`config.mk`:
```
export PLATFORM = sky130hd
export DESIGN_NAME = alu
export DESIGN_NICKNAME = d
export VERILOG_FILES = /design/src/cpuPkg.sv /design/src/alu.sv
export SDC_FILE = /design/constraint.sdc
export NUM_CORES = 1
export LEC_CHECK = 0
export BUFFER_PORTS_ARGS = -buffer_cell sky130_fd_sc_hd__buf_2
export CORE_MARGIN = 3
export CORE_UTILIZATION = 50
export DETAILED_ROUTE_END_ITERATION = 12
export PLACE_DENSITY_LB_ADDON = 0.3
export SLEW_MARGIN = 10
export SYNTH_ARGS = -nofsm -noshare
export SYNTH_HDL_FRONTEND = slang
export SYNTH_SLANG_ARGS = --single-unit
export TNS_END_PERCENT = 1
```
`constraint.sdc`:
```
create_clock -name vclk -period 5.75
set_input_delay 0.8625 -clock vclk [all_inputs]
set_output_delay 0.8625 -clock vclk [all_outputs]
set_load 0.02 [all_outputs]
```
`src/cpuPkg.sv`:
```
package cpuPkg;

    localparam int dataWidth = 32;
    localparam int addrWidth = 9;
    localparam int memDepth  = 512;
    localparam int regCount  = 16;
    localparam int regSel    = 4;

    // Instruction opcodes in IR[31:27]
    localparam logic [4:0] opLd   = 5'b00000;
    localparam logic [4:0] opLdi  = 5'b00001;
    localparam logic [4:0] opSt   = 5'b00010;
    localparam logic [4:0] opAdd  = 5'b00011;
    localparam logic [4:0] opSub  = 5'b00100;
    localparam logic [4:0] opAnd  = 5'b01010;
    localparam logic [4:0] opOr   = 5'b01011;
    localparam logic [4:0] opAddi = 5'b01100;
    localparam logic [4:0] opAndi = 5'b01101;
    localparam logic [4:0] opOri  = 5'b01110;
    localparam logic [4:0] opBrzr = 5'b10011;
    localparam logic [4:0] opIn   = 5'b10110;
    localparam logic [4:0] opOut  = 5'b10111;
    localparam logic [4:0] opNop  = 5'b11010;
    localparam logic [4:0] opHalt = 5'b11011;
    localparam logic [4:0] opBrnz = 5'b11100;

    // IR field positions
    localparam int opHi   = 31;
    localparam int opLo   = 27;
    localparam int raHi   = 26;
    localparam int raLo   = 23;
    localparam int rbHi   = 22;
    localparam int rbLo   = 19;
    localparam int rcHi   = 18;
    localparam int rcLo   = 15;
    localparam int cHi    = 18;
    localparam int cLo    = 0;
    localparam int condHi = 20;
    localparam int condLo = 19;

    localparam logic [1:0] condZero    = 2'b00;
    localparam logic [1:0] condNonzero = 2'b01;

    // Timing steps
    localparam logic [3:0] stepReset = 4'd0;
    localparam logic [3:0] stepT0    = 4'd1;
    localparam logic [3:0] stepT1    = 4'd2;
    localparam logic [3:0] stepT2    = 4'd3;
    localparam logic [3:0] stepT3    = 4'd4;
    localparam logic [3:0] stepT4    = 4'd5;
    localparam logic [3:0] stepT5    = 4'd6;
    localparam logic [3:0] stepT6    = 4'd7;
    localparam logic [3:0] stepT7    = 4'd8;

    // ALU operation codes
    localparam logic [4:0] aluAdd   = 5'b00011;
    localparam logic [4:0] aluSub   = 5'b00100;
    localparam logic [4:0] aluAnd   = 5'b01010;
    localparam logic [4:0] aluOr    = 5'b01011;
    localparam logic [4:0] aluPassB = 5'b11111;

endpackage

```
`src/alu.sv`:
```
`timescale 1ns/1ps

module alu (
    input  logic [4:0]                    aluOp,
    input  logic [cpuPkg::dataWidth-1:0]  a,      // From Y
    input  logic [cpuPkg::dataWidth-1:0]  b,      // From the bus
    output logic [cpuPkg::dataWidth-1:0]  result
);

    always_comb begin
        case (aluOp)
            cpuPkg::aluAdd:   result = a + b;
            cpuPkg::aluSub:   result = a - b;
            cpuPkg::aluAnd:   result = a & b;
            cpuPkg::aluOr:    result = a | b;
            cpuPkg::aluPassB: result = b;
            default:          result = '0;
        endcase
    end

endmodule

```
# ---- After elaboration in Yosys (flattened, before gate mapping)
# Index checks and enable logic that the tools add are counted.
dict set report word_totals {
  inputBits 69
  elab_cells 10
  ff_bits 0
}
dict set report classes {
  addsub 2
  eq_ne 5
  n_bitwise 2
  n_mux 1
}
# operator n
set op_table {}
lappend op_table {{case mux 32 bit (5 select lines)} 1}
lappend op_table {{adder 32 bit} 1}
lappend op_table {{bitwise AND 32 bit} 1}
lappend op_table {{OR 32 bit} 1}
lappend op_table {{subtractor 32 bit} 1}
lappend op_table {{== test 5 x 4 -> 1 bit (second input constant)} 2}
lappend op_table {{== test 5 x 2 -> 1 bit (second input constant)} 1}
lappend op_table {{== test 5 x 3 -> 1 bit (second input constant)} 1}
lappend op_table {{== test 5 bit (second input constant)} 1}

# ---- Longest topological paths before layout
dict set report logic_depth {
  ltp_word 2
  ltp_mapped 17
  ltp_nobuf 16
}

# ---- Least setup slack after synthesis
# OpenSTA, ideal clock, no wires.
dict set report synth_path {
  kind {input -> output}
  startpoint {in b[14] (netlist bit)}
  endpoint {out result[23] (netlist bit)}
  arrival_time_ns 4.606
  setup_slack_ns 0.281
  n_path_buf 1
  cell_stages 13
  required_ns 4.888
  cell_sequence {or4_4 > or3_1 > or3_1 > or3_4 > o31ai_1 > xor2_1 > ha_1 > clkbuf_1 > nand3_1 > or3_1 > o211a_1 > xor2_1 > o21ai_0}
}
dict set report synth_via {
  elab_chain_len 2
}
# element line_no
set synth_lines {}
lappend synth_lines {{from (decl)} alu.sv:6} ;# input logic [cpuPkg::dataWidth-1:0] b,
lappend synth_lines {{subtractor 32 bit or adder 32 bit (tied branches)} {alu.sv:13, alu.sv:12}}
lappend synth_lines {{case mux 32 bit (5 select lines) (*)} alu.sv:11} ;# case (aluOp)
lappend synth_lines {{to (decl)} alu.sv:7} ;# output logic [cpuPkg::dataWidth-1:0] result
# Mark *: on every way between the ends. The rest lies on a longest branch, timed or not.

# ---- Worst setup path after layout
dict set report layout_path {
  startpoint {in b[14] (netlist bit)}
  endpoint {out result[28] (netlist bit)}
}
# The elaborated chain is that of the path after synthesis.

==> out/summary.log <==
INFO  status         status=finished, final reports clean
INFO  route          route.detailed.vias_per_inst=6.404
INFO  yosys          mux_cell_area_share_after_synthesis=0.9101%
INFO  place          place_worst_setup_slack=145.6ps
INFO  yosys          yosysSeqAreaShare=0%
INFO  yosys          synth_compound_area_share=43.42%
INFO  sta            fin_crit_sh=97.00%
INFO  yosys          synth_simple_gate_area_share=23.06%
INFO  sta            slew_viol_final=0
INFO  critical_path  worstSetupPathType=in -> out
INFO  place          detailedPlacementHpwl=9334um
INFO  yosys          netlist_instances=498
INFO  critical_path  worst-endpoint-required=4890ps
INFO  finish         syn_to_final_growth=19.04%
INFO  power_and_ir_drop maximum_vdd_ir_drop=0.05445mV
INFO  critical_path  critPathSlowestCell=sky130_fd_sc_hd__or4_4
INFO  route          drt_iter0_markers=240
INFO  finish         post_layout_nonfiller_instances=658
INFO  sta            setup-tns-final=0ps
INFO  yosys          ys.warnings.count=0
INFO  yosys          synth_area_per_cell=6.625um^2
INFO  sta            period_needed=5577ps
INFO  critical_path  worst_setup_path_start_kind=primary input
INFO  yosys          yosys.area_share.xor_xnor=14.33%
INFO  yosys          synth.top_cells.by_area=sky130_fd_sc_hd__ha_1 (13%), sky130_fd_sc_hd__xor2_1 (8.8%), sky130_fd_sc_hd__o21ai_0 (7.9%)
INFO  global_routing gr-max-usage-layer=met2
INFO  sta            rsz0062_at_grt=no
INFO  yosys          synthesis.nets=602
INFO  global_routing grt_pass1_wl=18220um
INFO  global_routing first_global_vias=3842
INFO  finish         fill_cells=619
INFO  place          final_weighted_congestion_in_routability_driven_placement=0.9959
INFO  finish         seq_cells=0
INFO  finish         nClkBuffers=0
INFO  die            die_w=87.24um
INFO  critical_path  end_kind=output port
INFO  die            effective_utilization_at_floorplan=53.51%
INFO  route          wire_per_inst=17.28um
INFO  die            core-area=6166um^2
INFO  place          numPortBuffers=101
INFO  yosys          netlist_top_cells_count=sky130_fd_sc_hd__o21ai_0 (52), sky130_fd_sc_hd__a21oi_1 (48), sky130_fd_sc_hd__nand2_1 (37)
INFO  yosys          syn-cell-area=3299um^2
INFO  global_routing grt_start_max_net_pins=20
INFO  critical_path  timing.critical_path.fanout_max=8
INFO  finish         register_area=0um^2
INFO  place          placedCellCount=658
INFO  global_routing antenna_found_initial=0
INFO  yosys          post_synthesis_share_of_cell_area_spent_on_full_adders_half_adders_and_majority_gates=13.50%
INFO  critical_path  critical_path.cell_chain=buf_2, or4_4, or3_1, or3_1, or3_4, o31ai_1, xor2_1, ha_2, nand2_1, o21ai_0, a21oi_1, o21a_1, o21ai_0, a222oi_1, o21ai_0, buf_2
INFO  sta            final.setup.worst_slack=172.7ps
INFO  yosys          synth.top_cell.area_share=12.89%
INFO  power_and_ir_drop report.power.total=0.3960mW
INFO  global_routing grt_remaining_overflow=0
INFO  sta            timing.slew.headroom=22.53%
INFO  die            boundaryPins=101
INFO  critical_path  worst_path_largest_cell_delay=540ps
INFO  global_routing globalRouteMet1Util=38.82%
INFO  global_routing grt_util_all_layers=28.95%
INFO  finish         final_layout_net_count=689
INFO  yosys          synth_top_family_by_area=compound AO/OA/AOI/OAI gates
INFO  finish         total_area_of_multi_input_combinational_cells=3178um^2
INFO  die            fp.dieArea=7610um^2
INFO  route          number_of_design_rule_violations_left_after_detail_routing=0
INFO  finish         n_antenna_cell=0
INFO  clocking       postCtsHoldBufs=0
INFO  yosys          cell_with_the_most_instances_after_synthesis=sky130_fd_sc_hd__o21ai_0
INFO  route          routed-via-count=4214
INFO  sta            number_of_setup_violations_in_the_final_report=0
INFO  route          first_pass_iteration_count_of_the_detailed_router=5
INFO  clocking       cts_repair_resized_insts=0
INFO  run            drv.max_cap_violation_count=0
INFO  yosys          synth.lib_cells_used.distinct=53
INFO  die            die_h=87.24um
INFO  power_and_ir_drop power_leakage=1.998nW
INFO  global_routing grt_util_met2=50.79%
INFO  sta            max_freq=179.3MHz
INFO  yosys          synthDominantAreaCellType=sky130_fd_sc_hd__ha_1
INFO  global_routing grt_use_met3=1.892%
INFO  critical_path  crit_path_arrival_time=4710ps
INFO  route          detail_route.wirelength=11370um
INFO  min_path       timing.hold.worst.class=in -> out
INFO  power_and_ir_drop power_density=100.8nW/um^2
INFO  clocking       cts_setup_buffers=0
INFO  die            fp-row-count=28
INFO  critical_path  crit_path_frequent_cell=sky130_fd_sc_hd__o21ai_0
INFO  route          detail-route-antenna-nets=0
INFO  sta            tightestPinTransition=1156ps
INFO  finish         layout-drive-gt1-share=22.81%
INFO  sta            report.final.hold_viol_count=0
-- worst max-delay path: cells and delay by family --
family                   cells  cell delay (ps)
AO/OA/AOI/OAI                7             1330
buffers and inverters        2              300
AND/OR/NAND/NOR              5             1690
adder cells (fa/ha/maj)      1              420
XOR/XNOR                     1              120
-- metrics by stage --
step / hold WS (ps) / util (%) / instance area (um^2)
after global placement: 2093 / 63.29 / 3902
after detailed placement: 2109 / 63.29 / 3902
final: 2105 / 63.70 / 3928
after CTS: 2109 / 63.29 / 3902
after global routing: 2126 / 63.70 / 3928
after floorplan: 1920 / - / 3299
-- worst paths after layout --
kind / from / to / slack [ps] / depth (start not counted)
max: b[14] / result[28] / 170 / 16
min: b[31] / result[31] / 2100 / 4
-- where the power goes --
part	switching [mW]	internal (mW)	total, mW
Combinational	0.238	0.158	0.396
Clock	0	0	0
Sequential	0	0	0
-- logic make-up (layout without fill, tap and decap cells) --
kind of cell / count (synthesis) / in the layout
mux: 3 / 3
simple gates: 147 / 147
compound gates: 217 / 217
xor+xnor: 54 / 54
buf+inv: 42 / 127
fa+ha+maj: 35 / 35
-- cell type report --
type,instances,area share (%)
multi-input cells,456,80.92
inverters,12,1.147
well taps,75,2.389
repair buffers,115,15.55
-- per-layer routing --
layer	part of all wire (%)	vias to the layer above	wire length, um
li1	-	2078	-
met1	43	1941	4916
met2	47	178	5372
met3	7.7	17	876
met4	1.8	0	208
met5	0	-	0
-- placed cells by master, fill, tap and decap left out, types with 21 or more instances in the layout --
cell,n
sky130_fd_sc_hd__ha_1,32
sky130_fd_sc_hd__buf_2,101
sky130_fd_sc_hd__xnor2_1,21
sky130_fd_sc_hd__a21o_1,30
sky130_fd_sc_hd__xor2_1,33
sky130_fd_sc_hd__o21ai_0,49
sky130_fd_sc_hd__nand2_1,37
sky130_fd_sc_hd__a21oi_1,48
sky130_fd_sc_hd__a22oi_1,23
sky130_fd_sc_hd__nor2_1,30
No activity file was read; power rests on OpenSTA's default activity.
