`config.mk`:
```
export PLATFORM = sky130hd
export DESIGN_NAME = registerFile
export DESIGN_NICKNAME = d
export VERILOG_FILES = /design/src/cpuPkg.sv /design/src/registerFile.sv
export SDC_FILE = /design/constraint.sdc
export NUM_CORES = 1
export LEC_CHECK = 0
export ABC_AREA = 1
export BUFFER_PORTS_ARGS = -buffer_cell sky130_fd_sc_hd__buf_2
export CAP_MARGIN = 20
export CORE_MARGIN = 2
export CORE_UTILIZATION = 56
export DETAILED_ROUTE_END_ITERATION = 10
export PLACE_DENSITY = 0.79
export SLEW_MARGIN = 20
export SYNTH_ARGS = -nofsm -noshare
export SYNTH_HDL_FRONTEND = slang
export SYNTH_SLANG_ARGS = --single-unit
```
`constraint.sdc`:
```
create_clock -name clk -period 15.7 [get_ports clk]
set_input_delay 0.785 -clock clk [delete_from_list [all_inputs] [get_ports clk]]
set_output_delay 0.785 -clock clk [all_outputs]
set_load 0.05 [all_outputs]
```
`src/cpuPkg.sv`:
```
package cpuPkg;

    localparam int dataWidth = 32;
    localparam int addrWidth = 9;
    localparam int memDepth  = 512;
    localparam int regCount  = 16;
    localparam int regSel    = 4;

    // Instruction opcodes in IR[31:27]
    localparam logic [4:0] opLd   = 5'b00000;
    localparam logic [4:0] opLdi  = 5'b00001;
    localparam logic [4:0] opSt   = 5'b00010;
    localparam logic [4:0] opAdd  = 5'b00011;
    localparam logic [4:0] opSub  = 5'b00100;
    localparam logic [4:0] opAnd  = 5'b01010;
    localparam logic [4:0] opOr   = 5'b01011;
    localparam logic [4:0] opAddi = 5'b01100;
    localparam logic [4:0] opAndi = 5'b01101;
    localparam logic [4:0] opOri  = 5'b01110;
    localparam logic [4:0] opBrzr = 5'b10011;
    localparam logic [4:0] opIn   = 5'b10110;
    localparam logic [4:0] opOut  = 5'b10111;
    localparam logic [4:0] opNop  = 5'b11010;
    localparam logic [4:0] opHalt = 5'b11011;
    localparam logic [4:0] opBrnz = 5'b11100;

    // IR field positions
    localparam int opHi   = 31;
    localparam int opLo   = 27;
    localparam int raHi   = 26;
    localparam int raLo   = 23;
    localparam int rbHi   = 22;
    localparam int rbLo   = 19;
    localparam int rcHi   = 18;
    localparam int rcLo   = 15;
    localparam int cHi    = 18;
    localparam int cLo    = 0;
    localparam int condHi = 20;
    localparam int condLo = 19;

    localparam logic [1:0] condZero    = 2'b00;
    localparam logic [1:0] condNonzero = 2'b01;

    // Timing steps
    localparam logic [3:0] stepReset = 4'd0;
    localparam logic [3:0] stepT0    = 4'd1;
    localparam logic [3:0] stepT1    = 4'd2;
    localparam logic [3:0] stepT2    = 4'd3;
    localparam logic [3:0] stepT3    = 4'd4;
    localparam logic [3:0] stepT4    = 4'd5;
    localparam logic [3:0] stepT5    = 4'd6;
    localparam logic [3:0] stepT6    = 4'd7;
    localparam logic [3:0] stepT7    = 4'd8;

    // ALU operation codes
    localparam logic [4:0] aluAdd   = 5'b00011;
    localparam logic [4:0] aluSub   = 5'b00100;
    localparam logic [4:0] aluAnd   = 5'b01010;
    localparam logic [4:0] aluOr    = 5'b01011;
    localparam logic [4:0] aluPassB = 5'b11111;

endpackage

```
`src/registerFile.sv`:
```
`timescale 1ns/1ps

module registerFile (
    input  logic                          clk,
    input  logic                          reset,
    input  logic                          Gra,
    input  logic                          Grb,
    input  logic                          Grc,
    input  logic                          Rin,
    input  logic                          Rout,
    input  logic                          BAout,
    input  logic [cpuPkg::dataWidth-1:0]  IR,
    input  logic [cpuPkg::dataWidth-1:0]  busIn,
    output logic [cpuPkg::dataWidth-1:0]  regData
);

    logic [cpuPkg::dataWidth-1:0] regs [cpuPkg::regCount];
    logic [cpuPkg::regSel-1:0]    sel;

    // Field select from the IR
    always_comb begin
        sel = '0;
        if (Gra) begin
            sel = IR[cpuPkg::raHi:cpuPkg::raLo];
        end else if (Grb) begin
            sel = IR[cpuPkg::rbHi:cpuPkg::rbLo];
        end else if (Grc) begin
            sel = IR[cpuPkg::rcHi:cpuPkg::rcLo];
        end
    end

    always_ff @(posedge clk or posedge reset) begin
        if (reset) begin
            for (int i = 0; i < cpuPkg::regCount; i++) begin
                regs[i] <= '0;
            end
        end else if (Rin) begin
            regs[sel] <= busIn;
        end
    end

    always_comb begin
        regData = '0;
        if (Rout || (BAout && sel != '0)) begin
            regData = regs[sel]; // R0 is zero under BAout
        end
    end

endmodule

```
# Word-level counts from Yosys, hierarchy flattened
# Index checks and enable logic that the tools add are counted.
# totals
reg_bits	512
input_bits	72
word_cells	33
# op_classes
n_lt_le_gt_ge	2
muxes	10
n_bitwise	1
n_reduce_logical	4
# ops
operator	n
512-bit bitwise mux	1
32-bit binary-select mux with 4-bit select	1
32-bit demux with 4-bit select	1
32-bit two-way mux	4
4-bit two-way mux	3
5-bit >= comparator (second input constant)	1
5-bit by 1-bit less-than comparator with 1-bit output (second input constant)	1
4-bit inverter with 5-bit output	1
4-bit nonzero test	1
1-bit logical AND	2
1-bit logical OR	1

# Logic depth before layout (Yosys ltp)
# Gate-level depths: netlist of run 1.
# logic_depth
word_depth	9
ltp_mapped	14

# Worst setup path after synthesis of run 1
# No wires, ideal clock.
# synth_path
kind	input to output
start	in Gra
end	out regData[0] in the netlist's numbering
arrival_time_ps	2619
t_required_ps	14915
path_slack_ps	12296
path_stages	13
path_buffers	4
cell_sequence	inv_2 -> or2_1 -> buf_4 -> nand2_4 -> buf_6 -> buf_6 -> buf_6 -> nor2_1 -> o21ai_1 -> nand2_1 -> nand2_1 -> nand2_1 -> nor2_1
# synth_via
elab_chain_len	6
# synth_rtl
item	line	rtl
from (decl)	registerFile.sv:6	input logic Gra,
4-bit two-way mux *	registerFile.sv:23	if (Gra) begin
4-bit inverter with 5-bit output (not written as such)	registerFile.sv:45	regData = regs[sel];
32-bit binary-select mux with 4-bit select	registerFile.sv:45	
32-bit two-way mux (not written as such) (2 in series)	registerFile.sv:45	
32-bit two-way mux *	registerFile.sv:44	if (Rout || (BAout && sel != '0)) begin
to (decl)	registerFile.sv:14	output logic [cpuPkg::dataWidth-1:0] regData
# Every way passes the cells marked *; elsewhere a longest branch is shown, timed or not. The select of a mux whose other input is x is not followed.

# Worst setup path in the final report of run 1
# layout_path
start	in Gra
end	out regData[29] in the netlist's numbering
# The elaborated chain is that of the path after synthesis.

==> impl_metrics.json, run 1 <==
{
  "synth_top_family_by_area": "simple AND/OR/NAND/NOR gates",
  "largest_register_ffs": 512,
  "ys.flop_type": "dfrtp_1",
  "gr-total-overflow": 0,
  "fin_crit_ns": 5.171,
  "post_cts.repair.setup_buffers": 0,
  "numCtsBuffers": 52,
  "ys_ff_latch": 512,
  "yosysTopAreaCell": "dfrtp_1",
  "cts_resized": 0,
  "avgSynthCellArea_sq_um": 7.474,
  "hold_path_class": "in -> async",
  "fin_nets": 3343,
  "rrSetupSlack_ns": 14.99,
  "yosys_warnings": 0,
  "relSlewSlack": 0.3357,
  "synthAdderAreaFrac": 0,
  "die_w_um": 213.7,
  "antenna_left": 0,
  "layout.cells.non_filler": 3901,
  "p_total_mw": 4.284,
  "pin_count": 104,
  "route.final.wire_length_um": 67980,
  "finalHoldViolCount": 0,
  "clk_path_buf_depth": 3,
  "synthXorXnorAreaFrac": 0,
  "cp-end-kind": "primary output",
  "firstDrtPassIters": 8,
  "placementRows": 76,
  "dieHeight_um": 213.7,
  "criticalPathCategory": "in -> out",
  "ys_top_cells_by_area": "dfrtp_1 (52%), nand2_1 (20%), o21ai_1 (7.9%)",
  "synth_edf_count": 0,
  "fp.coreArea_sq_um": 43270,
  "grt_pass1_vias": 20670,
  "layout-drive-gt1-share": 0.07253,
  "synth_compound_area_frac": 0.1383,
  "power_leakage_nw": 13.72,
  "timing.fmax_mhz": 193.4,
  "via_per_inst": 5.547,
  "setup_violations": 0,
  "synth_seq_area_share": 0.5202,
  "period_share": 0.3294,
  "synth_cells": 3295,
  "required_ns": 14.91,
  "gp_congestion": 0.8354,
  "holdBufCountCts": 0,
  "top_regs": "regs (512)",
  "cp_data_arrival_time_ns": 4.39,
  "critPathMaxFanout": 190,
  "regMostFlops": "regs",
  "syn-num-nets": 3367,
  "yosysUniqueCellTypes": 25,
  "grt_max_degree": 191,
  "antenna_found_initial": 11,
  "worst-r2r-cell-count": 2,
  "root_buffer": "clkbuf_16",
  "synth_area_sq_um": 24630,
  "slew_violations": 0,
  "h-tree-depth": 2,
  "outcome": "finished, final reports clean",
  "reg2reg_from": "regs[495]",
  "start_util": 0.5692,
  "hpwlAfterDp_um": 39190,
  "totalNegativeSetupSlack_ns": 0,
  "cts_tree": "built",
  "postSynth.asyncResetShare": 1.000,
  "dr_total_vias": 21640,
  "areaGrowthSynthToFinish_pct": 9.109,
  "worst_slew_pin_slew_ns": 0.9964,
  "finClkSkew_ns": 0,
  "power_density_nw_per_um2": 159.4,
  "rsz0062_at_grt": "false",
  "grt_pass1_wl_um": 108500,
  "start_kind": "input port",
  "drtIter0Drc": 2415,
  "synth_top_area_frac": 0.5202,
  "drc_errors": 0,
  "peakVddDrop_uv": 99.29,
  "post_dp_cell_area_sq_um": 25130,
  "routedWlPerCell_um": 17.43,
  "path_clk_slew_ns": 0.06,
  "synth-simple-area-share": 0.2491,
  "rr_endpoint": "regs[495]",
  "clkLatencyLatePin_ns": 0.59,
  "cap_violations": 0,
  "grt.total_usage": 0.3072,
  "dieArea_sq_um": 45670,
  "synth_mux_area_frac": 0,
  "fillers": 3713,
  "clock_sinks": 512,
  "portBuffers": 83,
  "fin_area_sq_um": 26870,
  "dpl.cell_count": 3802
}
[critical path, stage by stage]
cell,delay (ns)
buf_2,0.14
inv_2,0.09
or2_1,0.38
nand2_8,0.67
buf_12,0.61
o21ai_0,0.23
nand2_1,0.11
nand2_1,0.07
nand2_1,0.06
nand3_1,0.07
nor2_1,0.58
buf_2,0.39
[stage by stage]
stage          worst slack (ns)    util  hold WS, ns
2_1_floorplan            0.6152       -       0.4536
3_3_place_gp              10.75  0.5809       0.4658
3_5_place_dp              10.66  0.5809       0.4729
4_1_cts                   10.65  0.6205       0.3391
5_1_grt                   10.40  0.6210       0.3743
6_report                  10.53  0.6211       0.3103
[synth_stat cells, types with 2 or more instances]
master	count
buf_6	6
dfrtp_1	512
nand2_1	1290
o21ai_1	390
a21oi_1	73
buf_2	88
nand2_2	9
o21ai_0	207
nor2_8	2
a21oi_4	2
buf_4	17
nor2_1	168
nor3_4	2
clkbuf_1	69
inv_1	347
nor2_4	9
buf_1	10
nand3_1	77
inv_2	9
nor2_2	3
[kinds of logic after synthesis]
logic type / after synthesis
compound gates: 673
flops: 512
simple gates: 1563
buf+inv: 547
[layout by cell type, fill, tap and decap left out]
master and n:
a21oi_1 73, buf_12 2, nand2_1 1287, nand3_2 1, buf_2 83, nor2_4 12, buf_6 2, o21ai_0 207
dfrtp_1 512, inv_2 8, nor3_4 2, nand3_1 77, clkinvlp_4 1, clkbuf_16 53, buf_4 26, nand2_4 1
clkbuf_1 8, bufinv_16 2, nand2_2 11, inv_8 1, diode_2 7, clkbuf_8 17, a21oi_4 2, nor2_1 168
inv_1 346, or2_1 1, nor2_8 2, clkinv_2 12, nand2_8 1, a31oi_4 1, o21ai_1 390
[power breakdown]
group	switching [mW]	internal, mW	total, mW	leakage (nW)
Sequential	0.187	1.76	1.95	6.27
Clock	0.519	0.727	1.25	0.856
Combinational	0.712	0.378	1.09	6.59
Total	1.42	2.87	4.28	13.7
[layer usage]
metal	vias to the layer above	part of all wire	track usage
li1	10170	-	-
met1	10360	0.41	0.4133
met2	941	0.46	0.4889
met3	170	0.092	0.06342
met4	4	0.038	0.1274
met5	-	0.00041	0
[layout make-up]
type | count | area [sq um] | area share
Clock inverter | 14 | 122.6 | 0.004563
Timing Repair Buffer | 113 | 673.1 | 0.02505
Tap cell | 585 | 732.0 | 0.02724
Multi-Input combinational cell | 2236 | 9578 | 0.3564
Inverter | 356 | 1345 | 0.05006
Antenna cell | 7 | 17.52 | 0.0006519
Sequential cell | 512 | 12810 | 0.4768
Clock buffer | 78 | 1590 | 0.05918
[worst max path at each step]
stage / from / endpoint / slack [ns] / depth (start not counted)
floorplan: reset / regs[0] / 0.62 / 1
global placement: Gra / regData[29] / 10.75 / 12
detailed placement: Gra / regData[29] / 10.66 / 12
CTS: Gra / regData[29] / 10.65 / 12
global route: Gra / regData[29] / 10.40 / 12
finish: Gra / regData[29] / 10.53 / 12
Power figures use the tool's default switching activity.
==> inputs of run 2 (changes only) <==
Settings changed: CORE_UTILIZATION 56 to 62, PLACE_DENSITY 0.79 to 0.83.
Clock period 15.7 ns to 4.86 ns, I/O delays scaled along.
==> run 2 against run 1 <==
- clock skew did not move
- flip-flop and latch count is the same
- critical path type unchanged
- first-iteration DRC count grew 10%
- final cell count decreased by 0.62%
- die area is 9.5% lower
- non-clock buffer count increased by 40
- worst setup slack worse by 9.2 ns
- clock power increased to 3.2 times the previous value
==> impl_metrics.json, run 2 (synthesized netlist as in run 1, its figures left out) <==
{
  "setup_violations": 0,
  "post_cts.repair.setup_buffers": 0,
  "drtIter0Drc": 2660,
  "rsz0062_at_grt": "false",
  "relSlewSlack": 0.2553,
  "numCtsBuffers": 52,
  "h-tree-depth": 2,
  "firstDrtPassIters": 8,
  "portBuffers": 83,
  "clk_path_buf_depth": 3,
  "dpl.cell_count": 3749,
  "start_kind": "input port",
  "worst_slew_pin_slew_ns": 1.114,
  "grt_pass1_wl_um": 112500,
  "root_buffer": "clkbuf_16",
  "fp.coreArea_sq_um": 39460,
  "drc_errors": 0,
  "period_share": 0.7206,
  "peakVddDrop_uv": 366.1,
  "hold_path_class": "in -> async",
  "route.final.wire_length_um": 70800,
  "whs_ns": 0.1596,
  "routedWlPerCell_um": 18.26,
  "outcome": "finished, final reports clean",
  "clkLatencyLatePin_ns": 0.59,
  "grt_pass1_vias": 21260,
  "cp_data_arrival_time_ns": 3.26,
  "p_total_mw": 13.90,
  "layout.cells.non_filler": 3877,
  "top_regs": "regs (512)",
  "gr-total-overflow": 0,
  "dieHeight_um": 203.3,
  "grt_max_degree": 153,
  "die_w_um": 203.3,
  "final_common_cell": "nand2_1",
  "power_leakage_nw": 13.88,
  "power_density_nw_per_um2": 510.3,
  "start_util": 0.6241,
  "dieArea_sq_um": 41330,
  "final_core_util": 0.6904,
  "pin_count": 104,
  "gp_congestion": 0.8682,
  "fin_nets": 3383,
  "via_per_inst": 5.653,
  "timing.fmax_mhz": 285.5,
  "cap_violations": 0,
  "placementRows": 73,
  "cp-end-kind": "primary output",
  "antenna_left": 0,
  "criticalPathCategory": "in -> out",
  "dr_total_vias": 21920,
  "layout-drive-gt1-share": 0.07057,
  "clock_sinks": 512,
  "regMostFlops": "regs",
  "mostFrequentLayoutCells": "nand2_1 (1287), dfrtp_1 (512), o21ai_1 (390)",
  "finClkSkew_ns": 0,
  "fin_crit_ns": 3.502,
  "finalHoldViolCount": 0,
  "critPathMaxFanout": 140,
  "required_ns": 4.62,
  "areaGrowthSynthToFinish_pct": 10.62,
  "slew_violations": 0,
  "totalNegativeSetupSlack_ns": 0,
  "hpwlAfterDp_um": 39630,
  "path_clk_slew_ns": 0.06,
  "largest_register_ffs": 512,
  "antenna_found_initial": 8,
  "grt.total_usage": 0.3478,
  "fillers": 3026,
  "cts_tree": "built"
}
[run 2: worst paths after layout]
kind | slack, ns | cells after the start | end | start
setup / recovery | 1.36 | 12 | regData[19] | Gra
hold / removal | 0.16 | 3 | regs[216] | reset
setup reg to reg | 4.13 | 2 | regs[114] | regs[114]
hold reg to reg | 0.49 | 2 | regs[142] | regs[142]
max in group asynchronous | 3.55 | 5 | regs[478] | reset
min in group clk | 0.28 | 3 | regs[167] | busIn[7]
[run 2: cell type report]
class,count,area (sq um),share of cell area
Sequential cell,512,12810,0.4703
Multi-Input combinational cell,2236,9583,0.3518
Clock buffer,75,1479,0.05429
Inverter,356,1341,0.04923
Timing Repair Buffer,153,1159,0.04253
Tap cell,525,656.9,0.02411
Clock inverter,12,192.7,0.007073
Antenna cell,8,20.02,0.0007348
[run 2: layer usage]
metal	vias up	part of all wire	track usage
li1	10240	-	-
met1	10190	0.38	0.4508
met4	2	0.053	0.1981
met5	-	0.00018	0
met3	262	0.099	0.05992
met2	1220	0.46	0.5575
[run 2: where the power goes]
part	internal, mW	leakage, nW	switching, mW
registers	5.69	6.27	0.623
logic	1.25	6.80	2.34
clock network	2.36	0.808	1.65
total	9.30	13.9	4.61
[run 2: worst max-delay path, stage by stage]
cell and delay, ns:
buf_2 0.14, inv_2 0.09, or2_1 0.37, nand2_8 0.65
buf_4 0.58, o21ai_0 0.14, nand2_1 0.08, nand2_1 0.07
nand2_1 0.07, nand3_1 0.08, nor2_1 0.29, buf_2 0.33
[run 2: per-stage QoR]
step	worst slack, ns	area, sq um
2_1_floorplan	-2.335	24630
3_3_place_gp	1.476	25210
3_5_place_dp	1.423	25210
4_1_cts	1.448	27200
5_1_grt	1.188	27240
6_report	1.358	27240
[run 2: timing repair]
item | 4_1_cts | 5_1_grt
gates resized for setup | 0 | 0
hold buffers | 32 | 0
endpoints found under the hold margin | 209 | 0
