File: src/cpuPkg.sv
package cpuPkg;

    localparam int dataWidth = 32;
    localparam int addrWidth = 9;
    localparam int memDepth  = 512;
    localparam int regCount  = 16;
    localparam int regSel    = 4;

    // Instruction opcodes in IR[31:27]
    localparam logic [4:0] opLd   = 5'b00000;
    localparam logic [4:0] opLdi  = 5'b00001;
    localparam logic [4:0] opSt   = 5'b00010;
    localparam logic [4:0] opAdd  = 5'b00011;
    localparam logic [4:0] opSub  = 5'b00100;
    localparam logic [4:0] opAnd  = 5'b01010;
    localparam logic [4:0] opOr   = 5'b01011;
    localparam logic [4:0] opAddi = 5'b01100;
    localparam logic [4:0] opAndi = 5'b01101;
    localparam logic [4:0] opOri  = 5'b01110;
    localparam logic [4:0] opBrzr = 5'b10011;
    localparam logic [4:0] opIn   = 5'b10110;
    localparam logic [4:0] opOut  = 5'b10111;
    localparam logic [4:0] opNop  = 5'b11010;
    localparam logic [4:0] opHalt = 5'b11011;
    localparam logic [4:0] opBrnz = 5'b11100;

    // IR field positions
    localparam int opHi   = 31;
    localparam int opLo   = 27;
    localparam int raHi   = 26;
    localparam int raLo   = 23;
    localparam int rbHi   = 22;
    localparam int rbLo   = 19;
    localparam int rcHi   = 18;
    localparam int rcLo   = 15;
    localparam int cHi    = 18;
    localparam int cLo    = 0;
    localparam int condHi = 20;
    localparam int condLo = 19;

    localparam logic [1:0] condZero    = 2'b00;
    localparam logic [1:0] condNonzero = 2'b01;

    // Timing steps
    localparam logic [3:0] stepReset = 4'd0;
    localparam logic [3:0] stepT0    = 4'd1;
    localparam logic [3:0] stepT1    = 4'd2;
    localparam logic [3:0] stepT2    = 4'd3;
    localparam logic [3:0] stepT3    = 4'd4;
    localparam logic [3:0] stepT4    = 4'd5;
    localparam logic [3:0] stepT5    = 4'd6;
    localparam logic [3:0] stepT6    = 4'd7;
    localparam logic [3:0] stepT7    = 4'd8;

    // ALU operation codes
    localparam logic [4:0] aluAdd   = 5'b00011;
    localparam logic [4:0] aluSub   = 5'b00100;
    localparam logic [4:0] aluAnd   = 5'b01010;
    localparam logic [4:0] aluOr    = 5'b01011;
    localparam logic [4:0] aluPassB = 5'b11111;

endpackage

File: src/control.sv
`timescale 1ns/1ps

module control (
    input  logic                          clk,
    input  logic                          reset,
    input  logic                          stop,
    input  logic [cpuPkg::dataWidth-1:0]  IR,
    input  logic                          conFf,
    output logic                          pcOut, mdrOut, zOut, cOut, inportOut,
    output logic                          marIn, zIn, pcIn, mdrIn, irIn, yIn,
    output logic                          conIn, outportIn, incPc,
    output logic [4:0]                    aluOp,
    output logic                          memRead, memWrite,
    output logic                          run, clear,
    output logic                          Gra, Grb, Grc, Rin, Rout, BAout
);

    logic [3:0] step;
    logic [3:0] nextStep;
    logic       runReg;
    logic       active;
    logic [4:0] opcode;
    logic [4:0] opAlu;
    logic       regForm;  // Rc supplies the second operand
    logic       memForm;  // ld or st
    logic       baseForm; // Rb read under BAout

    assign opcode = IR[cpuPkg::opHi:cpuPkg::opLo];
    assign active = runReg && !stop;
    assign run    = runReg;

    always_ff @(posedge clk or posedge reset) begin
        if (reset) begin
            step   <= cpuPkg::stepReset;
            runReg <= 1'b1;
        end else begin
            step <= nextStep;
            if (clear) begin
                runReg <= 1'b0; // Halt sticks until reset
            end
        end
    end

    // Instruction class and ALU operation
    always_comb begin
        regForm  = 1'b0;
        memForm  = 1'b0;
        baseForm = 1'b0;
        opAlu    = cpuPkg::aluPassB;
        case (opcode)
            cpuPkg::opAdd: begin
                regForm = 1'b1;
                opAlu   = cpuPkg::aluAdd;
            end
            cpuPkg::opSub: begin
                regForm = 1'b1;
                opAlu   = cpuPkg::aluSub;
            end
            cpuPkg::opAnd: begin
                regForm = 1'b1;
                opAlu   = cpuPkg::aluAnd;
            end
            cpuPkg::opOr: begin
                regForm = 1'b1;
                opAlu   = cpuPkg::aluOr;
            end
            cpuPkg::opAddi: opAlu = cpuPkg::aluAdd;
            cpuPkg::opAndi: opAlu = cpuPkg::aluAnd;
            cpuPkg::opOri:  opAlu = cpuPkg::aluOr;
            cpuPkg::opLdi: begin
                baseForm = 1'b1;
                opAlu    = cpuPkg::aluAdd;
            end
            cpuPkg::opLd, cpuPkg::opSt: begin
                baseForm = 1'b1;
                memForm  = 1'b1;
                opAlu    = cpuPkg::aluAdd; // Base plus offset
            end
            default: opAlu = cpuPkg::aluPassB;
        endcase
    end

    always_comb begin
        {pcOut, mdrOut, zOut, cOut, inportOut} = '0;
        {marIn, zIn, pcIn, mdrIn, irIn, yIn, conIn, outportIn, incPc} = '0;
        {memRead, memWrite, clear} = '0;
        {Gra, Grb, Grc, Rin, Rout, BAout} = '0;
        aluOp    = '0;
        nextStep = step; // Held under stop or after halt
        if (active) begin
            nextStep = step + 4'd1;
            case (step)
                cpuPkg::stepReset: nextStep = cpuPkg::stepT0;
                cpuPkg::stepT0: begin
                    pcOut = 1'b1;
                    marIn = 1'b1;
                    incPc = 1'b1;
                end
                cpuPkg::stepT1: begin
                    memRead = 1'b1;
                    mdrIn   = 1'b1;
                end
                cpuPkg::stepT2: begin
                    mdrOut = 1'b1;
                    irIn   = 1'b1;
                end
                default: begin
                    case (opcode)
                        cpuPkg::opAdd, cpuPkg::opSub, cpuPkg::opAnd, cpuPkg::opOr,
                        cpuPkg::opAddi, cpuPkg::opAndi, cpuPkg::opOri,
                        cpuPkg::opLdi, cpuPkg::opLd, cpuPkg::opSt: begin
                            case (step)
                                cpuPkg::stepT3: begin
                                    Grb   = 1'b1;
                                    yIn   = 1'b1;
                                    Rout  = !baseForm;
                                    BAout = baseForm;
                                end
                                cpuPkg::stepT4: begin
                                    zIn   = 1'b1;
                                    aluOp = opAlu;
                                    Grc   = regForm;
                                    Rout  = regForm;
                                    cOut  = !regForm; // Immediate in Rc's place
                                end
                                cpuPkg::stepT5: begin
                                    zOut = 1'b1;
                                    if (memForm) begin
                                        marIn = 1'b1;
                                    end else begin
                                        Gra      = 1'b1;
                                        Rin      = 1'b1;
                                        nextStep = cpuPkg::stepT0;
                                    end
                                end
                                cpuPkg::stepT6: begin
                                    mdrIn = 1'b1;
                                    if (opcode == cpuPkg::opLd) begin
                                        memRead = 1'b1;
                                    end else begin
                                        Gra  = 1'b1; // Store data from Ra
                                        Rout = 1'b1;
                                    end
                                end
                                cpuPkg::stepT7: begin
                                    nextStep = cpuPkg::stepT0;
                                    if (opcode == cpuPkg::opLd) begin
                                        mdrOut = 1'b1;
                                        Gra    = 1'b1;
                                        Rin    = 1'b1;
                                    end else begin
                                        memWrite = 1'b1;
                                    end
                                end
                                default: nextStep = cpuPkg::stepT0;
                            endcase
                        end
                        cpuPkg::opBrzr, cpuPkg::opBrnz: begin
                            case (step)
                                cpuPkg::stepT3: begin
                                    Gra   = 1'b1;
                                    Rout  = 1'b1;
                                    conIn = 1'b1;
                                end
                                cpuPkg::stepT4: begin
                                    pcOut = 1'b1;
                                    yIn   = 1'b1;
                                end
                                default: begin
                                    cOut     = 1'b1;
                                    aluOp    = cpuPkg::aluAdd;
                                    pcIn     = conFf; // Taken only when flag set
                                    nextStep = cpuPkg::stepT0;
                                end
                            endcase
                        end
                        cpuPkg::opIn: begin
                            inportOut = 1'b1;
                            Gra       = 1'b1;
                            Rin       = 1'b1;
                            nextStep  = cpuPkg::stepT0;
                        end
                        cpuPkg::opOut: begin
                            Gra       = 1'b1;
                            Rout      = 1'b1;
                            outportIn = 1'b1;
                            nextStep  = cpuPkg::stepT0;
                        end
                        cpuPkg::opHalt: begin
                            clear    = 1'b1;
                            nextStep = cpuPkg::stepT0;
                        end
                        default: nextStep = cpuPkg::stepT0; // nop and unused codes
                    endcase
                end
            endcase
        end
    end

endmodule

File: config.mk
export PLATFORM = sky130hd
export DESIGN_NAME = control
export DESIGN_NICKNAME = d
export VERILOG_FILES = /design/src/cpuPkg.sv /design/src/control.sv
export SDC_FILE = /design/constraint.sdc
export NUM_CORES = 1
export LEC_CHECK = 0
export ABC_AREA = 1
export BUFFER_PORTS_ARGS = -buffer_cell sky130_fd_sc_hd__buf_2
export CAP_MARGIN = 5
export CORE_ASPECT_RATIO = 1.1
export CORE_MARGIN = 5
export CORE_UTILIZATION = 44
export CTS_CLUSTER_DIAMETER = 30
export DETAILED_ROUTE_END_ITERATION = 8
export GPL_TIMING_DRIVEN = 0
export HOLD_SLACK_MARGIN = 0.06
export PLACE_DENSITY = 0.93
export SKIP_CTS_REPAIR_TIMING = 1
export SLEW_MARGIN = 20
export SYNTH_ARGS = -nofsm -noshare
export SYNTH_HDL_FRONTEND = slang
export SYNTH_SLANG_ARGS = --single-unit
File: constraint.sdc
create_clock -name clk -period 1.95 [get_ports clk]
set_clock_uncertainty 0.05 [all_clocks]
set_input_delay 0.39 -clock clk [delete_from_list [all_inputs] [get_ports clk]]
set_output_delay 0.39 -clock clk [all_outputs]
set_load 0.1 [all_outputs]
Word-level counts from Yosys, hierarchy flattened
Cells that the tools add are included.

storage, ports and cells
  register bits = 5

cells by class
  eq/ne operators = 22
  muxes and demuxes = 101
  $add $sub $neg = 1
  reductions and logical operators = 22

operators by type and width
  kind                                                             count
  1-bit 2-to-1 mux                                                 77
  5-bit by 4-bit == test with 1-bit output, second input constant  5
  5-bit == test, second input constant                             5
  4-bit case mux with 2 select lines                               3
  5-bit case mux with 4 select lines                               1
  1-bit case mux with 2 select lines                               9
  3-bit OR reduction                                               6
  4-bit by 3-bit == test with 1-bit output, second input constant  4
  5-bit 2-to-1 mux                                                 3
  1-bit case mux with 3 select lines                               4
  2-bit OR reduction                                               6
  5-bit by 2-bit == test with 1-bit output, second input constant  2
  5-bit case mux with 2 select lines                               1
  10-bit OR reduction                                              1
  4-bit by 2-bit == test with 1-bit output, second input constant  2
  4-bit 2-to-1 mux                                                 2
  4-bit OR reduction                                               2
  5-bit by 1-bit == test with 1-bit output, second input constant  1
  5-bit by 3-bit == test with 1-bit output, second input constant  1
  5-bit logical NOT                                                1
  5-bit OR reduction                                               1
  4-bit by 1-bit adder with 4-bit output, second input constant    1
  4-bit by 1-bit == test with 1-bit output, second input constant  1
  4-bit == test, second input constant                             1
  other kinds (4)                                                  6

Depth between registers and ports, before layout
Gate-level depths: netlist of the first run.

  depth after elaboration = 8
  gate-level depth with buffers = 12
  gate-level depth less buffers = 11

Worst setup path before layout of the first run
No wires, ideal clock.

  path type = flip-flop to output port
  from = register runReg (netlist: run)
  to = output pcIn
  path buffers = 0
  data arrival time = 3.777 ns
  slack = -2.267 ns
  data required time = 1.510 ns
  cell stages (with the launch flop) = 7
  cell sequence = dfstp_2 > inv_1 > nor2_2 > inv_2 > nor2_4 > inv_2 > nor3b_1

on the way
  cells in the longest elaborated chain, start to end = 2

ends and longest elaborated chain
  item                    line           text
  start, declared         control.sv:20  logic runReg;
  start signal, assigned  control.sv:35  runReg <= 1'b1;
  start signal, assigned  control.sv:39  runReg <= 1'b0;
  1-bit logical AND       control.sv:29  assign active = runReg && !stop;
  1-bit 2-to-1 mux        control.sv:90  if (active) begin
  end, declared           control.sv:10  output logic marIn, zIn, pcIn, mdrIn, irIn, yIn,

Every way passes these cells.

Worst setup path after layout of the first run
  from = register step[1]
  to = output aluOp[1]

on the way
  cells in the longest elaborated chain, start to end = 6

ends and longest elaborated chain
  item                                                         line                            text
  start, declared                                              control.sv:18                   logic [3:0] step;
  start signal, assigned                                       control.sv:34                   step <= cpuPkg::stepReset;
  start signal, assigned                                       control.sv:37                   step <= nextStep;
  4-bit by 3-bit == test with 1-bit output (on tied branches)  control.sv:112, control.sv:159
  2-bit OR reduction (no line)                                 -
  2-bit 2-to-1 mux                                             control.sv:159                  case (step)
  5-bit case mux with 2 select lines                           control.sv:108                  case (opcode)
  5-bit 2-to-1 mux *                                           control.sv:92                   case (step)
  5-bit 2-to-1 mux *                                           control.sv:90
  end, declared                                                control.sv:12                   output logic [4:0] aluOp,

Mark *: on every way between the ends. The rest lies on a longest branch, timed or not.

==> results of run 1 <==
cell families after synthesis:
kind of cell    share of synthesized area [%]
fa+ha+maj                                4.60
other cells                             0.344
compound gates                           11.8
simple gates                             53.6
buf+inv                                  16.4
xor+xnor                                 1.61
flops                                    11.6
worst paths after layout:
kind / endpoint / from / cells after the start
worst max-delay path: aluOp[1] / step[1]$_DFFE_PP0P_ / 11
worst min-delay path: step[1]$_DFFE_PP0P_ / stop / 3
worst max register to register: run$_DFFE_PP1P_ / step[1]$_DFFE_PP0P_ / 10
worst min register to register: run$_DFFE_PP1P_ / run$_DFFE_PP1P_ / 2
max in group asynchronous: run$_DFFE_PP1P_ / reset / 3
min in group asynchronous: step[3]$_DFFE_PP0P_ / reset / 3
placed cells by master (no fill, tap or decap), types with 3 or more instances in the layout:
| cell | count |
|---|---|
| clkbuf_4 | 5 |
| nand3_1 | 14 |
| inv_2 | 9 |
| nand2_1 | 40 |
| inv_1 | 13 |
| nand2_4 | 4 |
| nor2_2 | 9 |
| nand3_2 | 6 |
| buf_4 | 12 |
| nand2_2 | 13 |
| ha_4 | 4 |
| nor2_4 | 20 |
| o21ai_1 | 3 |
| o21ai_4 | 3 |
| buf_8 | 5 |
| buf_12 | 24 |
| inv_4 | 10 |
| a21oi_4 | 7 |
| nor2_1 | 10 |
| buf_2 | 5 |
through the flow:
stage	util, %	cell area, sq um
after floorplan	-	1330
after global placement	63.4	1540
after detailed placement	63.4	1540
after CTS	64.5	1560
after global routing	92.3	2240
final	92.3	2240
routing by layer:
| metal | global-route usage (%) | wire, um |
|---|---|---|
| met1 | 23.9 | 1820 |
| met5 | 0 | 0 |
| met4 | 4.35 | 450 |
| met2 | 31.5 | 2790 |
| met3 | 0.828 | 567 |
tightest hold or removal path, stage by stage:
cell and delay (ns):
buf_2 0.10, nor2_4 0.06, o21ai_1 0.13
state kept, by name (all words and copies together) (netlist names):
signal  cells
run         1
step        4
final cells by class:
class	instances	area (sq um)
fillers	94	186
repair buffers	45	646
inverters	33	153
well taps	31	38.8
flip-flops and latches	5	133
plain buffers	6	72.6
multi-input cells	152	1170
clock buffers	4	26.3
power breakdown:
group	switching [mW]	total (mW)	internal, mW
logic	1.47	2.14	0.670
clock network	0.0588	0.137	0.0784
registers	0.0638	0.223	0.160
==> results.yml, run 1 <==
worst_setup_path:
  cp-end-kind: "output port"
  critPathTopFamily: "buffers and inverters"
  cpPeakStageDelay_ns: 0.46
  cp.arrival_ns: 2.20
  cp.required_ns: 1.51
  crit_path_cell_trace: "inv_4, ha_4, inv_4, nor2_4, nor2_4, nand2_2, nor2_4, buf_4, o21ai_4, a21oi_4, buf_12"
  r2r_slack_ns: 0.17
  cp_common_cell: "nor2_4"
  worstPathMaxFanout: 6
  critPathSlowestCell: "dfrtp_2"
  worstSetupPathType: "register to output port"
  cp-start-kind: "register"
  path_buf_inv: 4
yosys:
  yosys.area.top_type: "nand2_1"
  netlist_top_cells_count: "50 x nand2_1, 29 x nor2_1, 26 x inv_1"
  yosysWarningCount: 0
  synth_edf_count: 0
  avgSynthCellArea_sq_um: 5.55
  synth_seq_area_share_pct: 11.6
  syn_nets: 236
  syn_inst: 196
  yosysTopAreaCellShare_pct: 17.2
  ys_seq_elements: 5
  synth.distinct_cells: 32
  async_flop_share_pct: 100
  synthFlopType: "dfrtp_1"
  synth_most_common_cell: "nand2_1"
  synth_area_leaders: "nand2_1 17%, nor2_1 10%, dfrtp_1 9.2%, inv_1 9.0%, nand3_1 8.3%"
  netlist_area_sq_mm: 0.00109
clock_tree:
  clockBufferDepth: 2
  cts_buffers: 3
  clock_latency_ns: 0.26
  cts.sinks: 5
  clkTransAtPathRegs_ns: 0.05
  h-tree-depth: 1
  cts_root_buffer: "clkbuf_4"
  cts_tree: "done"
sta:
  max_freq_ghz: 0.379
  setup_viol: 27
  slew_violations: 0
  rsz0062_at_grt: "true"
  fin_hold_ws_ns: 0.421
  layout_setup_ws_ns: -0.685
  hold_viol_final: 0
  min_period_ns: 2.64
  fin_crit_sh_pct: 135
  timing.setup.tns_ns: -11.87
grt:
  gr-usage-all-layers_pct: 18.1
  grt_pass1_vias: 1321
  antenna_found_initial: 0
  grt_max_degree: 11
  overflow: 0
  grt_pass1_wl_um: 5520
routing:
  viasPerCell: 6.08
  wire_per_inst_um: 20.4
  drt_pass1_iterations: 6
  ant_nets: 0
  drt_wl_total_um: 5630
  drt_iter0_drc: 159
  drc: 0
  dr_total_vias: 1679
placement:
  gp_congestion: 0.940
  dp_cells: 261
  dp_hpwl_um: 2630
  place_ws_ns: -0.603
  port_buffers: 34
status:
  status: "finished with violations"
  violations: "negative setup slack"
cells_and_area:
  diodes: 0
  area_growth_pct: 106
  nets: 286
  drive_gt1_share_pct: 61.2
  fin_cells: 276
min_path:
  worst_hold_path_type: "input port to register"
die:
  start_util_pct: 44.9
  rows: 19
  die_height_um: 62.2
  die_w_um: 57.4
  io_pins: 65
  coreArea_sq_mm: 0.00242
  die-area_sq_mm: 0.00357
power:
  p_total_mw: 2.50
  ir_worst_vdd_mv: 1.27
  p_per_area_mw_per_mm2: 1120
  leakagePower_nw: 0.936
job:
  drv_cap: 0
Note: power is estimated with default switching activity, not from simulation.
==> run 2, diff against run 1 <==
ABC_AREA = 0   (was 1)
CORE_UTILIZATION = 43   (was 44)
==> run 2 against run 1 <==
The flow now stops in 5_1_grt. Area after synthesis down 7.0%. Synthesized cell count shrank 20%.
==> results.yml, run 2 <==
clock_tree:
  h-tree-depth: 1
  cts.sinks: 5
  cts_buffers: 3
  clockBufferDepth: 2
  cts_root_buffer: "clkbuf_4"
die:
  die_w_um: 56.3
  die_height_um: 60.9
  rows: 18
  io_pins: 65
  start_util_pct: 44.9
yosys:
  yosysTopAreaCellShare_pct: 9.89
  synth.distinct_cells: 48
  syn_nets: 196
  synth_seq_area_share_pct: 12.5
  yosysWarningCount: 0
  async_flop_share_pct: 100
  yosys.area.top_type: "dfrtp_1"
  ys_seq_elements: 5
  synth_most_common_cell: "nand2_1"
  avgSynthCellArea_sq_um: 6.49
  synth_edf_count: 0
  syn_inst: 156
  netlist_area_sq_mm: 0.00101
  synth_area_leaders: "dfrtp_1 9.9%, nand2_1 7.0%, a21oi_1 6.4%, nor2_1 5.9%, ha_1 4.9%"
  synthFlopType: "dfrtp_1"
  netlist_top_cells_count: "19 x nand2_1, 16 x nor2_1, 13 x a21oi_1"
placement:
  dp_hpwl_um: 2790
  gp_congestion: 0.919
  dp_cells: 222
  port_buffers: 36
sta:
  endpoint_type: "primary output"
  worstEndpointGrtRepair: "marIn"
status:
  tool.error: "[ERROR DPL-0038] Utilization greater than 100%, impossible to legalize"
  status: "stopped before the end"
  lastStage: "5_1_grt"
grt:
  grt_max_degree: 11
[run 2: cell types whose count changed after synthesis, moves of 5 or more]
| cell | delta |
|---|---|
| inv_2 | -6 |
| nor2_2 | -6 |
| nand2_1 | -31 |
| nor2_1 | -13 |
| nand3_1 | -14 |
| and3_1 | +5 |
| clkbuf_1 | +7 |
| o21ai_0 | +5 |
| nor2b_1 | +7 |
| inv_1 | -15 |
| nand2_2 | -6 |
| nor3_1 | +5 |
[run 2: cells by family after synthesis]
| family | count (synthesis) | synth area share (%) |
|---|---|---|
| XOR/XNOR | 3 | 2.60 |
| AND/OR/NAND/NOR | 82 | 44.3 |
| other | 1 | 0.370 |
| adder cells (fa/ha/maj) | 4 | 4.94 |
| flip-flops | 5 | 12.5 |
| buffers and inverters | 20 | 7.79 |
| AO/OA/AOI/OAI | 40 | 26.6 |
| multiplexers | 1 | 0.989 |
[run 2: stage by stage]
stage | setup WS [ns] | hold slack [ns] | cell area, sq um | TNS, ns
after CTS | -1.12 | -0.00432 | 1610 | -23.59
after detailed placement | -1.08 | 0.251 | 1580 | -20.22
after global placement | -1.06 | 0.233 | 1580 | -19.90
after floorplan | -1.32 | 0.118 | 1360 | -17.09
==> run 3, diff against run 2 <==
CORE_AREA = 5 5 66 68   (was not set)
CORE_ASPECT_RATIO = not set   (was 1.1)
CORE_MARGIN = not set   (was 5)
CORE_UTILIZATION = not set   (was 43)
CTS_CLUSTER_DIAMETER = not set   (was 30)
DIE_AREA = 0 0 71 73   (was not set)
HOLD_SLACK_MARGIN = not set   (was 0.06)
PLACE_DENSITY = not set   (was 0.93)
PLACE_DENSITY_LB_ADDON = 0.15   (was not set)
==> run 3 against run 2 <==
Area after synthesis is the same. The flow now finishes, with violations (negative setup slack). Synthesized cell count stayed put.
==> results.yml, run 3 <==
status:
  status: "finished with violations"
  violations: "negative setup slack"
sta:
  hold_viol_final: 0
  max_freq_ghz: 0.359
  layout_setup_ws_ns: -0.839
  worst_slew_pin_slew_ns: 0.518
  rsz0062_at_grt: "true"
  slew_headroom_pct: 65.5
  setup_viol: 30
  fin_crit_sh_pct: 143
  slew_violations: 0
  min_period_ns: 2.79
routing:
  wire_per_inst_um: 15.7
  viasPerCell: 5.19
  ant_nets: 0
  drc: 0
  dr_total_vias: 1391
  drt_iter0_drc: 64
  drt_pass1_iterations: 4
  drt_wl_total_um: 4220
power:
  ir_worst_vdd_mv: 0.120
  p_sw_share_pct: 31.2
  pwr-share-clk_pct: 41.5
  p_int_mw: 0.311
  leakagePower_nw: 0.926
  power.switching_mw: 0.141
  combPwrFrac_pct: 35.4
  p_per_area_mw_per_mm2: 187
  pwr-share-seq_pct: 23.1
yosys:
  synth_area_leaders: "dfrtp_1 9.9%, nand2_1 7.0%, a21oi_1 6.4%, nor2_1 5.9%, ha_1 4.9%"
  synth.distinct_cells: 48
  synth_most_common_cell: "nand2_1"
  synthAdderAreaFrac_pct: 4.94
  netlist_area_sq_mm: 0.00101
  avgSynthCellArea_sq_um: 6.49
  netlist_top_cells_count: "19 x nand2_1, 16 x nor2_1, 13 x a21oi_1"
  ys_seq_elements: 5
  synth_top_family_by_area: "simple AND/OR/NAND/NOR gates"
  synth_edf_count: 0
  yosys.area.top_type: "dfrtp_1"
  yosysTopAreaCellShare_pct: 9.89
  synth_mux_area_share_pct: 0.989
  yosysWarningCount: 0
  syn_inst: 156
  synth_seq_area_share_pct: 12.5
  syn_nets: 196
  synth-simple-area-share_pct: 44.3
  synthFlopType: "dfrtp_1"
  async_flop_share_pct: 100
  synth_xor_xnor_area_share_pct: 2.60
  synth-compound-area-share_pct: 26.6
clock_tree:
  cts.sinks: 5
  clockBufferDepth: 2
  clock_latency_ns: 0.22
  cts_root_buffer: "clkbuf_8"
  clkTransAtPathRegs_ns: 0.03
  h-tree-depth: 1
  cts_tree: "done"
  cts_buffers: 3
placement:
  dp_hpwl_um: 3020
  gp_congestion: 0.950
  place_ws_ns: -1.14
  dp_cells: 242
  port_buffers: 36
cells_and_area:
  fillerInstances: 310
  fin_util_pct: 63.7
  drive_gt1_share_pct: 61.9
  area_growth_pct: 139
  fin_cells: 268
  nets: 259
  regMostFlops: "step"
  largest_reg_flops: 4
  layout_common_cells: "23 x buf_12, 18 x buf_4, 11 x nor2_1"
  layout_commonest_cell: "buf_12"
  diodes: 0
worst_setup_path:
  r2r_slack_ns: -0.12
  crit_path_cell_trace: "ha_4, buf_8, or4_4, a21oi_4, and3_4, a311o_2, buf_12"
  cp-start-kind: "register"
  r2r-end: "step[3]$_DFFE_PP0P_"
  reg2reg_depth: 8
  cp.required_ns: 1.51
  timing.rr.start: "step[0]$_DFFE_PP0P_"
  cpPeakStageDelay_ns: 0.57
  worstPathMaxFanout: 5
  worstSetupPathType: "register to output port"
  cp.arrival_ns: 2.35
  critPathSlowestCell: "or4_4"
  cp-end-kind: "output port"
die:
  io_pins: 65
  coreArea_sq_mm: 0.00380
  start_util_pct: 26.6
  die-area_sq_mm: 0.00518
  die_height_um: 73
  rows: 23
  die_w_um: 71
job:
  drv_cap: 0
grt:
  gr-usage-all-layers_pct: 14.9
  antenna_found_initial: 0
  grt_max_degree: 11
  grt_pass1_vias: 1335
  overflow: 0
  grt_pass1_wl_um: 6350
min_path:
  worst_hold_path_type: "input port to asynchronous set/reset pin"
==> run 3: cell counts after synthesis <==
Identical to the previous run, type by type.
==> run 3: kinds of logic after synthesis <==
family / count (synthesis)
flip-flops: 5
adder cells (fa/ha/maj): 4
other: 1
AND/OR/NAND/NOR: 82
multiplexers: 1
AO/OA/AOI/OAI: 40
XOR/XNOR: 3
buffers and inverters: 20
==> run 3: worst max-delay path: cells and delay by family (launching register included) <==
kind                       cells  cell delay, ns
buffers and inverters          2            0.29
AOI/OAI and AO/OA              2            0.40
DFF                            1            0.46
adders and majority gates      1            0.19
and+or+nand+nor                2            0.79
==> run 3: metal layers <==
metal	track usage, %	wire length [um]	part of all wire [%]
met5	0	0	0
met4	2.71	16	0.38
met3	2.48	210	5.0
met2	27.8	2290	54
met1	18.1	1700	40
==> run 3: how the worst max path moves through the flow <==
stage | end | cells past startpoint | start
global placement | aluOp[3] | 7 | IR[28]
detailed placement | aluOp[3] | 7 | IR[28]
finish | Rout | 7 | step[0]$_DFFE_PP0P_
CTS | aluOp[3] | 7 | IR[28]
global route | marIn | 8 | step[0]$_DFFE_PP0P_
floorplan | memRead | 5 | IR[28]
==> run 3: cell type report <==
cell class                      count  area (sq um)  share of cell area, %
Multi-Input combinational cell    131          1280                   52.9
Timing Repair Buffer               59           787                   32.5
Inverter                           11          58.8                   2.43
Tap cell                           50          62.6                   2.59
Buffer                              8          51.3                   2.12
Clock buffer                        4          45.0                   1.86
Sequential cell                     5           134                   5.53
==> run 3: power groups by stage <==
stage                     Clock [mW]  Combinational, mW  Sequential [mW]
after floorplan                    0             0.0826            0.106
after global placement             0              0.112            0.106
after detailed placement           0              0.114            0.106
after CTS                      0.191              0.115            0.104
after global routing           0.200              0.171            0.104
final                          0.188              0.160            0.104
==> run 3: metrics by stage <==
step	TNS (ns)	hold WS (ns)	total power, mW	instance area [sq um]
after floorplan	-17.09	0.118	0.188	1360
after global placement	-20.76	0.237	0.218	1600
after detailed placement	-21.65	0.245	0.220	1600
after CTS	-24.40	0.0152	0.410	1650
after global routing	-16.95	0.0277	0.475	2420
final	-14.86	0.0128	0.452	2420
==> run 4, diff against run 3 <==
BUFFER_PORTS_ARGS = not set   (was -buffer_cell sky130_fd_sc_hd__buf_2)
DONT_BUFFER_PORTS = 1   (was not set)
RECOVER_POWER = 50   (was not set)
==> run 4 against run 3 <==
The flow still finishes with violations (negative setup slack). Cell count down 12%. Clock-buffer cell count unchanged. Core utilization down 14 points. First-iteration DRC count down 6.3%. Register-to-register slack worse by 0.52 ns. Setup slack worse by 0.51 ns. Via count down 7.0%. Critical endpoint is now memRead. Largest cell class unchanged.
==> results.yml, run 4 (synthesis gave the netlist of run 3 again) <==
status:
  status: "finished with violations"
  violations: "negative setup slack"
placement:
  gp_congestion: 0.869
  place_area_sq_mm: 0.00147
  place_ws_ns: -1.54
  port_buffers: 0
  dp_hpwl_um: 2910
worst_setup_path:
  r2r_slack_ns: -0.64
  critPathTopFamily: "compound AO/OA/AOI/OAI gates"
  worstPathMaxFanout: 9
  cpPeakStageDelay_ns: 0.85
  cp-start-kind: "input port"
  timing.rr.start: "step[1]$_DFFE_PP0P_"
  cp.arrival_ns: 2.86
  worstSetupPathType: "input port to output port"
  cp.required_ns: 1.51
  reg2reg_depth: 7
  cp-end-kind: "output port"
  critPathSlowestCell: "nor3_4"
  path_buf_inv: 1
  crit_path_cell_trace: "or2_4, a2111oi_4, buf_4, a31oi_4, nor3_4, a21boi_4"
  r2r-end: "run$_DFFE_PP1P_"
grt:
  grt_max_degree: 11
  overflow: 0
  gr-usage-all-layers_pct: 14.2
  antenna_found_initial: 0
  grt_pass1_vias: 1172
  grt_pass1_wl_um: 5950
routing:
  drt_wl_total_um: 4100
  viasPerCell: 5.48
  wire_per_inst_um: 17.4
  drt_iter0_drc: 60
  drt_pass1_iterations: 4
  drc: 0
  dr_total_vias: 1294
  ant_nets: 0
cells_and_area:
  nets: 227
  fillerInstances: 370
  diodes: 0
  layout_common_cells: "19 x buf_4, 13 x nand2_1, 11 x nor2_1"
  drive_gt1_share_pct: 51.1
  multi_input_area_sq_mm: 0.00126
  seqCellArea_sq_um: 133
  largest_reg_flops: 4
  area_growth_pct: 85.2
  regMostFlops: "step"
  layout_commonest_cell: "buf_4"
  fin_util_pct: 49.3
  stdcell_area_sq_mm: 0.00187
clock_tree:
  cts_root_buffer: "clkbuf_8"
  cts_buffers: 3
  clkTransAtPathRegs_ns: 0.03
  cts.sinks: 5
  cts_tree: "done"
  h-tree-depth: 1
  clockBufferDepth: 2
  clock_latency_ns: 0.23
power:
  power.switching_mw: 0.136
  p_int_mw: 0.288
  combPwrFrac_pct: 29.2
  pwr-share-seq_pct: 24.6
  p_per_area_mw_per_mm2: 226
  ir_worst_vdd_mv: 0.117
  p_total_mw: 0.424
  leakagePower_nw: 0.669
  p_sw_share_pct: 32.1
  pwr-share-clk_pct: 46.1
sta:
  max_freq_ghz: 0.303
  timing.setup.tns_ns: -23.76
  layout_setup_ws_ns: -1.35
  slew_violations: 0
  min_period_ns: 3.30
  fin_crit_sh_pct: 169
  slew_headroom_pct: 28.2
  setup_viol: 29
  rsz0062_at_grt: "true"
  worst_slew_pin_slew_ns: 1.08
  hold_viol_final: 0
die:
  die-area_sq_mm: 0.00518
  die_height_um: 73
  rows: 23
  coreArea_sq_mm: 0.00380
  io_pins: 65
  start_util_pct: 26.6
  die_w_um: 71
job:
  drv_cap: 0
min_path:
  worstHoldStart: "stop"
  hold_path_end: "step[0]$_DFFE_PP0P_"
  worst_hold_path_type: "input port to register"
  hold_depth: 3
run 4: cell types whose count changed in the layout (fill, tap and decap cells not counted), moves of 2 or more:
cell      previous run  this run
inv_2                0         2
clkbuf_2             5         1
clkbuf_1             2         6
buf_8                5         2
buf_6                7         4
nor3_1               1         3
buf_12              23         2
nor2b_2              1         3
nand2_2              6         1
buf_2                7         0
nand2_1             10        13
nand2_4              2         4
run 4: per-layer routing:
layer  track usage, %  vias to the layer above  part of all wire (%)
met5                0                        -                     0
met4             3.76                        0                   1.2
met3             3.03                        5                   5.0
met2             25.1                       44                    51
met1             17.5                      624                    43
li1                 -                      621                     -
run 4: tightest hold or removal path, delay by kind of cell:
kind | cells | cell delay [ns]
compound gates | 2 | 0.19
simple gates | 1 | 0.05
run 4: final cells by class:
cell class / instances / share of cell area, %
Buffer: 8 / 2.47
Inverter: 11 / 3.00
Sequential cell: 5 / 7.08
Multi-Input combinational cell: 131 / 67.3
Timing Repair Buffer: 27 / 14.4
Tap cell: 50 / 3.34
Clock buffer: 4 / 2.40
run 4: worst max path at each step:
stage	from	endpoint	cells after the start
global route	IR[27]	memRead	6
detailed placement	IR[28]	memRead	5
CTS	IR[28]	memRead	5
floorplan	IR[28]	memRead	5
global placement	IR[28]	memRead	5
finish	IR[27]	memRead	6
run 4: power by group through the flow:
| stage | clock network (mW) | logic, mW | registers [mW] |
|---|---|---|---|
| 6_report | 0.196 | 0.124 | 0.104 |
| 2_1_floorplan | 0 | 0.0826 | 0.106 |
| 5_1_grt | 0.206 | 0.134 | 0.104 |
| 3_3_place_gp | 0 | 0.0981 | 0.106 |
| 3_5_place_dp | 0 | 0.0989 | 0.106 |
| 4_1_cts | 0.200 | 0.0996 | 0.104 |
run 4: stage by stage:
step | std cells | hold slack, ns
after floorplan | 156 | 0.118
after global placement | 206 | 0.135
after detailed placement | 208 | 0.137
after CTS | 212 | -0.102
after global routing | 236 | 0.451
final | 236 | 0.403
